File: src/hw/immu_config.svh
// Instruction MMU build-time geometry and feature constants
`ifndef IMMU_CONFIG_SVH
`define IMMU_CONFIG_SVH

// Virtual and physical address width
`define IMMU_AW 32

// MSR word and TLB entry word width
`define IMMU_DW 32

// Page offset bits, 8 KiB pages
`define IMMU_P_PAGE 13

// Page number width, 19 bits with the defaults
`define IMMU_VPN_DW (`IMMU_AW - `IMMU_P_PAGE)

// log2 of the TLB entry count, kept at or below the page number width
`define IMMU_P_SETS 4

// Low physical half treated as uncached when set
`define IMMU_UNC_SEG 1

`endif

File: src/hw/immu_pkg.sv
// Instruction MMU shared types, MSR classes and TLB entry field layout
`include "immu_config.svh"

package immu_pkg;

   // MSR register class select
   typedef enum logic [1:0]
   {
      MSR_PSR   = 2'd0,
      MSR_IMMID = 2'd1,
      MSR_TLBL  = 2'd2,
      MSR_TLBH  = 2'd3
   } immu_msr_e;

   // Fetch exception code
   typedef enum logic [1:0]
   {
      EXC_NONE = 2'd0,
      // TLB miss
      EXC_ITM  = 2'd1,
      // Page fault on execute permission
      EXC_IPF  = 2'd2
   } immu_exc_e;

   // TLBL word layout
   // Valid bit
   localparam int TLBL_V = 0;
   // Tag sits in the top page-number-width bits
   localparam int TLBL_TAG_LSB = `IMMU_DW - `IMMU_VPN_DW;

   // TLBH word layout
   // Present, stored only
   localparam int TLBH_P = 0;
   // User execute
   localparam int TLBH_UX = 3;
   // Root execute
   localparam int TLBH_RX = 4;
   // Uncached page
   localparam int TLBH_UNC = 7;
   // Shared, stored only
   localparam int TLBH_S = 8;
   // Physical page number in the top bits
   localparam int TLBH_PPN_LSB = `IMMU_DW - `IMMU_VPN_DW;

   // PSR bits seen by the IMMU
   localparam int PSR_IMME = 0;
   localparam int PSR_RM = 1;

endpackage

File: src/hw/immu_tlb_ram.sv
// One TLB bank as a register file with registered read and one write port
`include "immu_config.svh"

module immu_tlb_ram
#(
   parameter int AW = `IMMU_P_SETS,
   parameter int DW = `IMMU_DW
)
(
   input  logic          clk,
   input  logic          re,
   input  logic [AW-1:0] raddr,
   input  logic          we,
   input  logic [AW-1:0] waddr,
   input  logic [DW-1:0] wdata,
   output logic [DW-1:0] rdata
);

   // Entry storage
   logic [DW-1:0] mem [2**AW];

   // Synchronous write port
   always_ff @(posedge clk)
   begin
      if (we)
      begin
         mem[waddr] <= wdata;
      end
   end

   // Registered read, held while re is low
   // Same-edge write to the read index gives the old word
   always_ff @(posedge clk)
   begin
      if (re)
      begin
         rdata <= mem[raddr];
      end
   end

endmodule

File: src/hw/immu_msr_decode.sv
// IMMU MSR decode holding the PSR bits and steering TLB bank writes
`include "immu_config.svh"

module immu_msr_decode
(
   input  logic                      clk,
   input  logic                      arst_n,
   input  logic                      msr_we,
   input  immu_pkg::immu_msr_e       msr_sel,
   input  logic [`IMMU_P_SETS-1:0]   msr_idx,
   input  logic [`IMMU_DW-1:0]       msr_wdata,
   output logic [`IMMU_DW-1:0]       msr_rdata,
   output logic                      psr_imme,
   output logic                      psr_rm,
   output logic                      tlbl_we,
   output logic                      tlbh_we,
   output logic [`IMMU_P_SETS-1:0]   tlb_widx,
   output logic [`IMMU_DW-1:0]       tlb_wdata
);

   import immu_pkg::*;

   // IMMID reports the set-bits value in its low three bits
   localparam logic [`IMMU_DW-1:0] IMMID_VAL =
      {{(`IMMU_DW-3){1'b0}}, 3'(`IMMU_P_SETS)};

   logic psr_we;

   // PSR write strobe
   assign psr_we = msr_we & (msr_sel == MSR_PSR);

   // MMU enable and root mode
   always_ff @(posedge clk or negedge arst_n)
   begin
      if (!arst_n)
      begin
         psr_imme <= 1'b0;
         psr_rm   <= 1'b0;
      end
      else if (psr_we)
      begin
         psr_imme <= msr_wdata[PSR_IMME];
         psr_rm   <= msr_wdata[PSR_RM];
      end
   end

   // One bank strobe per write, never both
   assign tlbl_we = msr_we & (msr_sel == MSR_TLBL);
   assign tlbh_we = msr_we & (msr_sel == MSR_TLBH);

   // Index and data shared by both banks
   assign tlb_widx  = msr_idx;
   assign tlb_wdata = msr_wdata;

   // Read-back mux
   always_comb
   begin
      msr_rdata = '0;
      case (msr_sel)
         MSR_PSR:
         begin
            msr_rdata[PSR_IMME] = psr_imme;
            msr_rdata[PSR_RM]   = psr_rm;
         end
         MSR_IMMID:
         begin
            msr_rdata = IMMID_VAL;
         end
         // TLB banks are write-only here
         default:
         begin
            msr_rdata = '0;
         end
      endcase
   end

endmodule

File: src/hw/immu_lookup.sv
// IMMU lookup stage capturing the fetch context and checking tag and permission
`include "immu_config.svh"

module immu_lookup
(
   input  logic                      clk,
   input  logic                      arst_n,
   input  logic                      re,
   input  logic [`IMMU_VPN_DW-1:0]   vpn,
   input  logic                      psr_imme,
   input  logic                      psr_rm,
   input  logic                      tlbl_we,
   input  logic                      tlbh_we,
   input  logic [`IMMU_P_SETS-1:0]   tlb_widx,
   input  logic [`IMMU_DW-1:0]       tlb_wdata,
   output logic                      imme_q,
   output logic [`IMMU_VPN_DW-1:0]   vpn_q,
   output logic                      hit,
   output logic                      perm_ok,
   output logic [`IMMU_VPN_DW-1:0]   entry_ppn,
   output logic                      entry_unc
);

   import immu_pkg::*;

   logic                      rm_q;
   logic [`IMMU_P_SETS-1:0]   set_idx;
   logic [`IMMU_DW-1:0]       tlbl_q;
   logic [`IMMU_DW-1:0]       tlbh_q;
   logic                      entry_v;
   logic [`IMMU_VPN_DW-1:0]   entry_tag;
   logic                      entry_ux;
   logic                      entry_rx;

   // Direct-mapped index from the low page bits
   assign set_idx = vpn[`IMMU_P_SETS-1:0];

   // Fetch context sampled with the bank read
   always_ff @(posedge clk or negedge arst_n)
   begin
      if (!arst_n)
      begin
         imme_q <= 1'b0;
         rm_q   <= 1'b0;
         vpn_q  <= '0;
      end
      else if (re)
      begin
         imme_q <= psr_imme;
         rm_q   <= psr_rm;
         vpn_q  <= vpn;
      end
   end

   // Tag and valid bank
   immu_tlb_ram u_tlb_l
   (
      .clk   (clk),
      .re    (re),
      .raddr (set_idx),
      .we    (tlbl_we),
      .waddr (tlb_widx),
      .wdata (tlb_wdata),
      .rdata (tlbl_q)
   );

   // PPN and attribute bank
   immu_tlb_ram u_tlb_h
   (
      .clk   (clk),
      .re    (re),
      .raddr (set_idx),
      .we    (tlbh_we),
      .waddr (tlb_widx),
      .wdata (tlb_wdata),
      .rdata (tlbh_q)
   );

   // Entry unpack
   assign entry_v   = tlbl_q[TLBL_V];
   assign entry_tag = tlbl_q[`IMMU_DW-1:TLBL_TAG_LSB];
   assign entry_ux  = tlbh_q[TLBH_UX];
   assign entry_rx  = tlbh_q[TLBH_RX];
   assign entry_unc = tlbh_q[TLBH_UNC];
   assign entry_ppn = tlbh_q[`IMMU_DW-1:TLBH_PPN_LSB];

   // Full page number compared against the tag
   assign hit = entry_v & (entry_tag == vpn_q);

   // Root mode uses RX, user mode UX
   assign perm_ok = rm_q ? entry_rx : entry_ux;

endmodule

File: src/hw/immu_result.sv
// IMMU result stage forming page number, exception code and uncached flag
`include "immu_config.svh"

module immu_result
(
   input  logic                      imme_q,
   input  logic [`IMMU_VPN_DW-1:0]   vpn_q,
   input  logic                      hit,
   input  logic                      perm_ok,
   input  logic [`IMMU_VPN_DW-1:0]   entry_ppn,
   input  logic                      entry_unc,
   output logic [`IMMU_VPN_DW-1:0]   ppn,
   output immu_pkg::immu_exc_e       exc,
   output logic                      uncached
);

   import immu_pkg::*;

   logic tlb_unc;
   logic seg_unc;

   // Miss has priority over the permission fault
   always_comb
   begin
      if (imme_q && !hit)
         exc = EXC_ITM;
      else if (imme_q && !perm_ok)
         exc = EXC_IPF;
      else
         exc = EXC_NONE;
   end

   // Identity mapping with the MMU off
   assign ppn = imme_q ? entry_ppn : vpn_q;

   // Page attribute only counts on a clean translated hit
   assign tlb_unc = imme_q & hit & perm_ok & entry_unc;

   // Low half of physical space, whether or not translated
   generate
      if (`IMMU_UNC_SEG != 0)
      begin : g_unc_seg
         assign seg_unc = (exc == EXC_NONE) & ~ppn[`IMMU_VPN_DW-1];
      end
      else
      begin : g_no_unc_seg
         assign seg_unc = 1'b0;
      end
   endgenerate

   assign uncached = tlb_unc | seg_unc;

endmodule

File: src/hw/immu_top.sv
// Instruction MMU top joining MSR decode, TLB lookup and result forming
`include "immu_config.svh"

module immu_top
(
   input  logic                      clk,
   input  logic                      arst_n,
   input  logic                      re,
   input  logic [`IMMU_VPN_DW-1:0]   vpn,
   input  logic                      msr_we,
   input  immu_pkg::immu_msr_e       msr_sel,
   input  logic [`IMMU_P_SETS-1:0]   msr_idx,
   input  logic [`IMMU_DW-1:0]       msr_wdata,
   output logic [`IMMU_VPN_DW-1:0]   ppn,
   output immu_pkg::immu_exc_e       exc,
   output logic                      uncached,
   output logic [`IMMU_DW-1:0]       msr_rdata
);

   // Decode to lookup
   logic                      psr_imme;
   logic                      psr_rm;
   logic                      tlbl_we;
   logic                      tlbh_we;
   logic [`IMMU_P_SETS-1:0]   tlb_widx;
   logic [`IMMU_DW-1:0]       tlb_wdata;

   // Lookup to result
   logic                      imme_q;
   logic [`IMMU_VPN_DW-1:0]   vpn_q;
   logic                      hit;
   logic                      perm_ok;
   logic [`IMMU_VPN_DW-1:0]   entry_ppn;
   logic                      entry_unc;

   immu_msr_decode u_decode
   (
      .clk       (clk),
      .arst_n    (arst_n),
      .msr_we    (msr_we),
      .msr_sel   (msr_sel),
      .msr_idx   (msr_idx),
      .msr_wdata (msr_wdata),
      .msr_rdata (msr_rdata),
      .psr_imme  (psr_imme),
      .psr_rm    (psr_rm),
      .tlbl_we   (tlbl_we),
      .tlbh_we   (tlbh_we),
      .tlb_widx  (tlb_widx),
      .tlb_wdata (tlb_wdata)
   );

   immu_lookup u_lookup
   (
      .clk       (clk),
      .arst_n    (arst_n),
      .re        (re),
      .vpn       (vpn),
      .psr_imme  (psr_imme),
      .psr_rm    (psr_rm),
      .tlbl_we   (tlbl_we),
      .tlbh_we   (tlbh_we),
      .tlb_widx  (tlb_widx),
      .tlb_wdata (tlb_wdata),
      .imme_q    (imme_q),
      .vpn_q     (vpn_q),
      .hit       (hit),
      .perm_ok   (perm_ok),
      .entry_ppn (entry_ppn),
      .entry_unc (entry_unc)
   );

   immu_result u_result
   (
      .imme_q    (imme_q),
      .vpn_q     (vpn_q),
      .hit       (hit),
      .perm_ok   (perm_ok),
      .entry_ppn (entry_ppn),
      .entry_unc (entry_unc),
      .ppn       (ppn),
      .exc       (exc),
      .uncached  (uncached)
   );

endmodule

File: config.mk
export PLATFORM = sky130hd
export DESIGN_NAME = immu_top
export DESIGN_NICKNAME = d
export VERILOG_FILES = /design/src/hw/immu_pkg.sv /design/src/hw/immu_tlb_ram.sv /design/src/hw/immu_msr_decode.sv /design/src/hw/immu_lookup.sv /design/src/hw/immu_result.sv /design/src/hw/immu_top.sv
export VERILOG_INCLUDE_DIRS = /design/src /design/src/hw
export SDC_FILE = /design/constraint.sdc
export NUM_CORES = 1
export LEC_CHECK = 0
export BUFFER_PORTS_ARGS = -buffer_cell sky130_fd_sc_hd__buf_4
export CAP_MARGIN = 20
export CELL_PAD_IN_SITES_DETAIL_PLACEMENT = 0
export CELL_PAD_IN_SITES_GLOBAL_PLACEMENT = 1
export CORE_MARGIN = 2
export CORE_UTILIZATION = 45
export CTS_CLUSTER_DIAMETER = 80
export CTS_CLUSTER_SIZE = 14
export DETAILED_ROUTE_END_ITERATION = 8
export GPL_TIMING_DRIVEN = 0
export PLACE_DENSITY = 0.77
export SLEW_MARGIN = 20
export SYNTH_ARGS = -nofsm -noshare
export SYNTH_HDL_FRONTEND = slang
export SYNTH_SLANG_ARGS = --single-unit
File: constraint.sdc
create_clock -name clk -period 1.9 [get_ports clk]
set_input_delay 0.19 -clock clk [delete_from_list [all_inputs] [get_ports clk]]
set_output_delay 0.19 -clock clk [all_outputs]
set_load 0.005 [all_outputs]
==> results of run 1 <==
==> worst paths after layout <==
check | start | end | slack, ns | cells past startpoint
worst min-delay path | msr_wdata[24] | u_lookup.u_tlb_h.mem[5][24] | 0.03 | 1
worst max-delay path | u_lookup.vpn_q[9] | exc[0] | -0.53 | 5
min in group asynchronous | arst_n | u_lookup.vpn_q[14] | 0.06 | 2
max in group asynchronous | arst_n | u_lookup.vpn_q[9] | 1.51 | 2
worst min register to register | u_decode.psr_imme | u_lookup.imme_q | 0.54 | 1
worst max register to register | u_lookup.u_tlb_h.mem[3][26] | u_lookup.u_tlb_h.rdata[26] | 0.18 | 2
==> repair_timing <==
item	4_1_cts	5_1_grt
endpoints found under the hold margin	676	0
hold buffers	41	0
pin swaps	6	3
cloned	2	0
setup buffers	5	1
setup endpoints to repair	32	29
resized for setup	50	17
==> layer usage <==
layer  vias to the layer above  track usage
li1                       5367            -
met1                      6956        0.289
met2                       698        0.326
met3                       109       0.0588
met4                         2       0.0603
met5                         -       0.0120
==> per-stage QoR <==
stage,utilization,setup slack [ns]
6_report,0.540,-0.530
5_1_grt,0.540,-0.580
4_1_cts,0.539,-0.521
3_5_place_dp,0.501,-0.709
3_3_place_gp,0.484,-1.41
2_1_floorplan,-,-0.0954
==> flip-flops by register name, summed over array words and instances, names as in the netlist <==
signal,count
u_lookup.u_tlb_h.mem,352
u_lookup.u_tlb_l.mem,320
u_lookup.u_tlb_h.rdata,22
u_lookup.u_tlb_l.rdata,20
u_lookup.vpn_q,19
u_decode.psr_imme,1
u_decode.psr_rm,1
u_lookup.imme_q,1
u_lookup.rm_q,1
==> report_power, final <==
group / switching (mW) / total [mW] / internal (mW) / leakage (nW)
clock network: 5.35 / 11.2 / 5.83 / 0.787
registers: 0.174 / 18.2 / 18.1 / 6.72
logic: 1.23 / 2.45 / 1.22 / 3.16
==> synth_stat cells (all sizes together) <==
| library cell | count |
|---|---|
| dfrtp | 23 |
| a21oi | 1 |
| nor3 | 1 |
| edfxtp | 714 |
| mux2i | 1 |
| nand2b | 2 |
| clkbuf | 26 |
| mux4 | 210 |
| nor2b | 2 |
| conb | 1 |
| o22ai | 1 |
| xnor2 | 3 |
| nor2 | 35 |
| nand3 | 6 |
| buf | 59 |
| xor2 | 16 |
| nor4 | 4 |
| nor3b | 1 |
| o21a | 1 |
| or2 | 1 |
| and2 | 2 |
| mux2 | 42 |
| nand2 | 11 |
| and3 | 1 |
| and4 | 1 |
==> cell families after synthesis <==
group	share of synthesized area
AOI/OAI and AO/OA	0.000664
xor gates and xnor gates	0.00589
buffers and inverters	0.0190
DFF	0.779
muxes	0.184
other	0.000133
and+or+nand+nor	0.0106
==> area by class of cell <==
cell class	count	area share
clock buffers	106	0.0494
flip-flops and latches	737	0.658
clock inverters	2	0.000486
plain buffers	84	0.0178
well taps	837	0.0313
multi-input cells	371	0.184
repair buffers	154	0.0585
==> critical path, cell delays in order, from the launching register on <==
cell	delay [ns]
dfrtp_2	0.45
xor2_1	0.20
nor4_4	0.44
nand3_2	0.18
o21a_1	0.23
buf_6	0.12
==> impl_metrics.env, run 1 <==
export IMPL_area_growth_synth_to_final_pct=18.4
export IMPL_max_cap_viols=0
export IMPL_status="complete, but fails checks"
export IMPL_synthDominantCellAreaShare=0.759
export IMPL_hold_slack_ns=0.0273
export IMPL_detailroute_wirelength_met3_um=7000
export IMPL_power_density_nw_per_um2=953
export IMPL_final_max_slew_viol_count=0
export IMPL_power_total_mw=31.9
export IMPL_critPathLaunchType="flop"
export IMPL_worst_slew_margin_rel=0.323
export IMPL_overall_global_routing_resource_usage=0.209
export IMPL_leakage_nw=10.7
export IMPL_routed_via_count=13100
export IMPL_crit_type="reg -> out"
export IMPL_cp_arrival_ns=2.24
export IMPL_port_buffer_count=73
export IMPL_dieHeight_um=255
export IMPL_io_pins=115
export IMPL_clock_root_buffer="clkbuf_16"
export IMPL_topRoutingLayerUsed="met5"
export IMPL_finalHoldViolCount=0
export IMPL_mostFrequentLayoutCell="edfxtp_1"
export IMPL_ir_drop_v=0.000675
export IMPL_finalNetCount=1467
export IMPL_netlist_top_cell_by_area="edfxtp_1"
export IMPL_fill_cells=4572
export IMPL_syn_mean_instance_area_um2=24.3
export IMPL_fin_tns_setup_ns=-3.30
export IMPL_drt_first_iter_violations=1552
export IMPL_grt_setup_unrepaired="true"
export IMPL_final_setup_skew_ns=0.0175
export IMPL_synthesis_yosys_warnings=0
export IMPL_critical_path_endpoint_type="output port"
export IMPL_synth_ff_latch_count=737
export IMPL_dp_cells=2135
export IMPL_dp_hpwl_um=42900
export IMPL_violations="setup timing"
export IMPL_met1_length_um=26400
export IMPL_route_detailed_drc=0
export IMPL_grt_pass1_wl_um=94700
export IMPL_drt_total_wl_um=66000
export IMPL_initial_core_util=0.456
export IMPL_largest_net_degree_at_the_start_of_global_routing=46
export IMPL_fmaxAchievable_mhz=412
export IMPL_layout_area_seq_um2=22000
export IMPL_critPathRequiredTime_ns=1.71
export IMPL_antenna_left=0
export IMPL_routabilityCongestion=0.827
export IMPL_synthDistinctLibCells=28
export IMPL_postLayoutCellArea_um2=33400
export IMPL_setup_slack_of_the_critical_path_after_layout_ns=-0.530
export IMPL_post_route_cells_drive_above_1_share=0.371
export IMPL_worstPathMaxFanout=3
export IMPL_routedWlPerCell_um=28.8
export IMPL_synthesis_area_um2=28300
export IMPL_post_drt_via_cell_ratio=5.73
export IMPL_cts_htree_levels=2
export IMPL_n_antenna_cell=0
export IMPL_cts_inserted_buffers=58
export IMPL_synthesis_instances=1165
export IMPL_wl_met2_um=30900
export IMPL_timing_worst_slew_pin_value_ns=1.02
export IMPL_fp_dieW_um=255
export IMPL_num_rows=91
export IMPL_grt_antenna_before_repair=1
export IMPL_finalCritPeriodShare=1.28
export IMPL_cts_sink_count=737
export IMPL_synth_seq_area_share=0.779
export IMPL_drt_pass1_iterations=5
export IMPL_tritoncts="built"
export IMPL_cts_path_max_buffers=3
export IMPL_hold_class="in -> reg"
export IMPL_placedInstanceArea_um2=31000
export IMPL_min_period_ns=2.43
export IMPL_setup_violations=21
export IMPL_multi_input_comb_area_um2=6160
export IMPL_die_area_um2=64800
export IMPL_grt_pass1_vias=13500
export IMPL_insertion_delay_ns=0.63
export IMPL_synth_top_cells_by_area="edfxtp_1 (76%), mux4_2 (17%), dfrtp_1 (2.0%), mux2_2 (1.7%), buf_4 (0.77%)"
export IMPL_global_route_overflow_total=0
export IMPL_final_instance_count_excl_fill=2291
export IMPL_clkSlewWorstSetupHoldPaths_ns=0.07
export IMPL_area_of_the_core_um2=61900
export IMPL_most_common_layout_cells="edfxtp_1 (714), mux4_2 (210), buf_4 (88), clkbuf_1 (62), clkbuf_16 (61)"
(Power assumes the default switching activity.)
==> run 2: changes to the inputs <==
- CORE_UTILIZATION: 45 -> 55
- PLACE_DENSITY: 0.77 -> 0.89
==> run 2 against run 1 <==
The run still ends with setup timing left. Routed wire length is 6.6% higher. Largest cell class unchanged. Utilization rose by 11 points. First-iteration DRC count up 18%. Largest power group unchanged. Global-route usage is 6.0 points higher. Critical path depth unchanged. Non-clock buffer count fell by 5. Register-to-register slack worse by 0.07 ns.
==> impl_metrics.env, run 2 (synthesis results as in run 1) <==
export IMPL_postLayoutCellArea_um2=33100
export IMPL_drt_pass1_iterations=5
export IMPL_routed_via_count=13600
export IMPL_dp_cells=1977
export IMPL_cts_inserted_buffers=58
export IMPL_max_cap_viols=0
export IMPL_finalCritPeriodShare=1.30
export IMPL_routabilityCongestion=0.831
export IMPL_min_period_ns=2.46
export IMPL_cpLargestDelayFamily="simple AND/OR/NAND/NOR gates"
export IMPL_grt_pass1_wl_um=98700
export IMPL_overall_global_routing_resource_usage=0.268
export IMPL_route_detailed_drc=0
export IMPL_insertion_delay_ns=0.63
export IMPL_critPathRequiredTime_ns=1.71
export IMPL_setup_slack_of_the_critical_path_after_layout_ns=-0.564
export IMPL_num_rows=83
export IMPL_antenna_left=0
export IMPL_hold_class="in -> async"
export IMPL_dp_hpwl_um=42200
export IMPL_grt_antenna_before_repair=1
export IMPL_worstPathMaxFanout=3
export IMPL_area_of_the_core_um2=51100
export IMPL_fp_dieW_um=231
export IMPL_n_antenna_cell=0
export IMPL_grt_setup_unrepaired="true"
export IMPL_cp_arrival_ns=2.27
export IMPL_io_pins=115
export IMPL_drt_total_wl_um=70300
export IMPL_port_buffer_count=73
export IMPL_finalHoldViolCount=0
export IMPL_crit_type="reg -> out"
export IMPL_die_area_um2=53200
export IMPL_final_max_slew_viol_count=0
export IMPL_drt_first_iter_violations=1830
export IMPL_global_route_overflow_total=0
export IMPL_cts_path_max_buffers=3
export IMPL_cts_sink_count=737
export IMPL_finalNetCount=1462
export IMPL_initial_core_util=0.553
export IMPL_timing_critical_path_slowest_stage_cell="dfrtp_1"
export IMPL_final_setup_skew_ns=0.0218
export IMPL_fill_cells=3135
export IMPL_violations="setup timing"
export IMPL_critical_path_reg2reg_endpoint="u_lookup.u_tlb_h.rdata[22]"
export IMPL_largest_net_degree_at_the_start_of_global_routing=46
export IMPL_largest_register="u_lookup.u_tlb_h.mem"
export IMPL_grt_pass1_vias=14000
export IMPL_area_growth_synth_to_final_pct=17.3
export IMPL_status="complete, but fails checks"
export IMPL_cts_htree_levels=2
export IMPL_clkSlewWorstSetupHoldPaths_ns=0.07
export IMPL_final_instance_count_excl_fill=2118
export IMPL_critical_path_endpoint_type="output port"
export IMPL_worstReg2RegStart="u_lookup.u_tlb_h.mem[8][22]"
export IMPL_largest_register_ffs=352
export IMPL_most_common_layout_cells="edfxtp_1 (714), mux4_2 (210), buf_4 (87), clkbuf_16 (61), clkbuf_1 (47)"
export IMPL_crit_buf_inv=1
export IMPL_power_density_nw_per_um2=962
export IMPL_mostFrequentLayoutCell="edfxtp_1"
export IMPL_r2r_cells=2
export IMPL_tritoncts="built"
export IMPL_post_route_cells_drive_above_1_share=0.376
export IMPL_leakage_nw=10.6
export IMPL_slowest_delay_ns=0.47
export IMPL_worst_slew_margin_rel=0.311
export IMPL_rrSetupSlack_ns=0.11
export IMPL_timing_worst_slew_pin_value_ns=1.03
export IMPL_post_drt_via_cell_ratio=6.43
export IMPL_critical_path_cell_chain="xor2_2 > nor4_4 > nand3_2 > o21a_1 > buf_4"
export IMPL_setup_violations=30
export IMPL_routedWlPerCell_um=33.2
export IMPL_ir_drop_v=0.000706
export IMPL_clock_root_buffer="clkbuf_16"
export IMPL_layout_top_registers="u_lookup.u_tlb_h.mem (352), u_lookup.u_tlb_l.mem (320), u_lookup.u_tlb_h.rdata (22)"
export IMPL_placedInstanceArea_um2=30800
export IMPL_critPathLaunchType="flop"
export IMPL_dieHeight_um=231
export IMPL_fmaxAchievable_mhz=406
==> run 2: cell types whose count changed in the layout (fill, tap and decap cells not counted), moves of 2 or more <==
cell	change
clkbuf_1	-15
mux2_2	-4
buf_12	+4
dfrtp_1	+2
buf_16	-7
mux2_4	+4
buf_8	+3
dfrtp_2	-2
==> run 2: stage by stage <==
step / utilization / total power, mW / setup TNS, ns / hold slack, ns / setup slack [ns]
2_1_floorplan: - / 19.6 / -12.35 / -0.106 / -0.0954
3_3_place_gp: 0.583 / 20.5 / -740.29 / 0.123 / -1.25
3_5_place_dp: 0.602 / 20.7 / -64.93 / 0.124 / -0.725
4_1_cts: 0.645 / 31.7 / -2.81 / 0.0297 / -0.506
5_1_grt: 0.649 / 32.5 / -3.80 / 0.0447 / -0.569
6_report: 0.649 / 31.9 / -3.47 / 0.0359 / -0.564
==> run 2: report_power, final <==
group          internal [mW]  switching (mW)  leakage [nW]  total, mW
Sequential              18.1           0.169          6.72       18.2
Combinational           1.23            1.30          3.15       2.53
Clock                   5.74            5.37         0.774       11.1
Total                   25.0            6.84          10.6       31.9
==> run 2: worst max-delay path by stage <==
stage | startpoint | endpoint | cells after the start | slack (ns)
3_3_place_gp | msr_idx[1] | u_lookup.u_tlb_h.mem[0][31] | 4 | -1.25
2_1_floorplan | msr_idx[3] | u_lookup.u_tlb_h.mem[0][13] | 3 | -0.1
6_report | u_lookup.vpn_q[13] | exc[0] | 5 | -0.56
5_1_grt | u_lookup.vpn_q[4] | exc[1] | 5 | -0.57
4_1_cts | u_lookup.vpn_q[5] | exc[0] | 5 | -0.51
3_5_place_dp | vpn[1] | u_lookup.u_tlb_l.rdata[25] | 5 | -0.73
==> run 2: layout make-up <==
| cell class | count | area [um2] | area share |
|---|---|---|---|
| timing repair buffer | 150 | 1840 | 0.0556 |
| buffer | 83 | 607 | 0.0183 |
| clock inverter | 2 | 16.3 | 0.000491 |
| tap | 680 | 851 | 0.0257 |
| multi-input combinational | 371 | 6190 | 0.187 |
| clock buffer | 95 | 1610 | 0.0486 |
| sequential | 737 | 22000 | 0.664 |
==> run 2: metal layers <==
metal  vias up  global-route usage  part of all wire
met5         -                   0           0.00018
met2      1036               0.437              0.49
met1      7076               0.352              0.36
met3       161              0.0852              0.12
li1       5335                   -                 -
met4         2              0.0790             0.028
==> run 2: worst reg2reg max path: cells and delay by family (launching register included) <==
kind / cells / cell delay [ns]
mux: 2 / 1.08
flops: 1 / 0.43
==> run 2: timing repair <==
action / 4_1_cts / 5_1_grt
setup endpoints to repair: 42 / 39
setup buffers: 4 / 0
resized for setup: 26 / 51
hold buffers: 40 / 0
cloned: 1 / 1
pin swaps: 3 / 2
hold endpoints to repair: 685 / 0
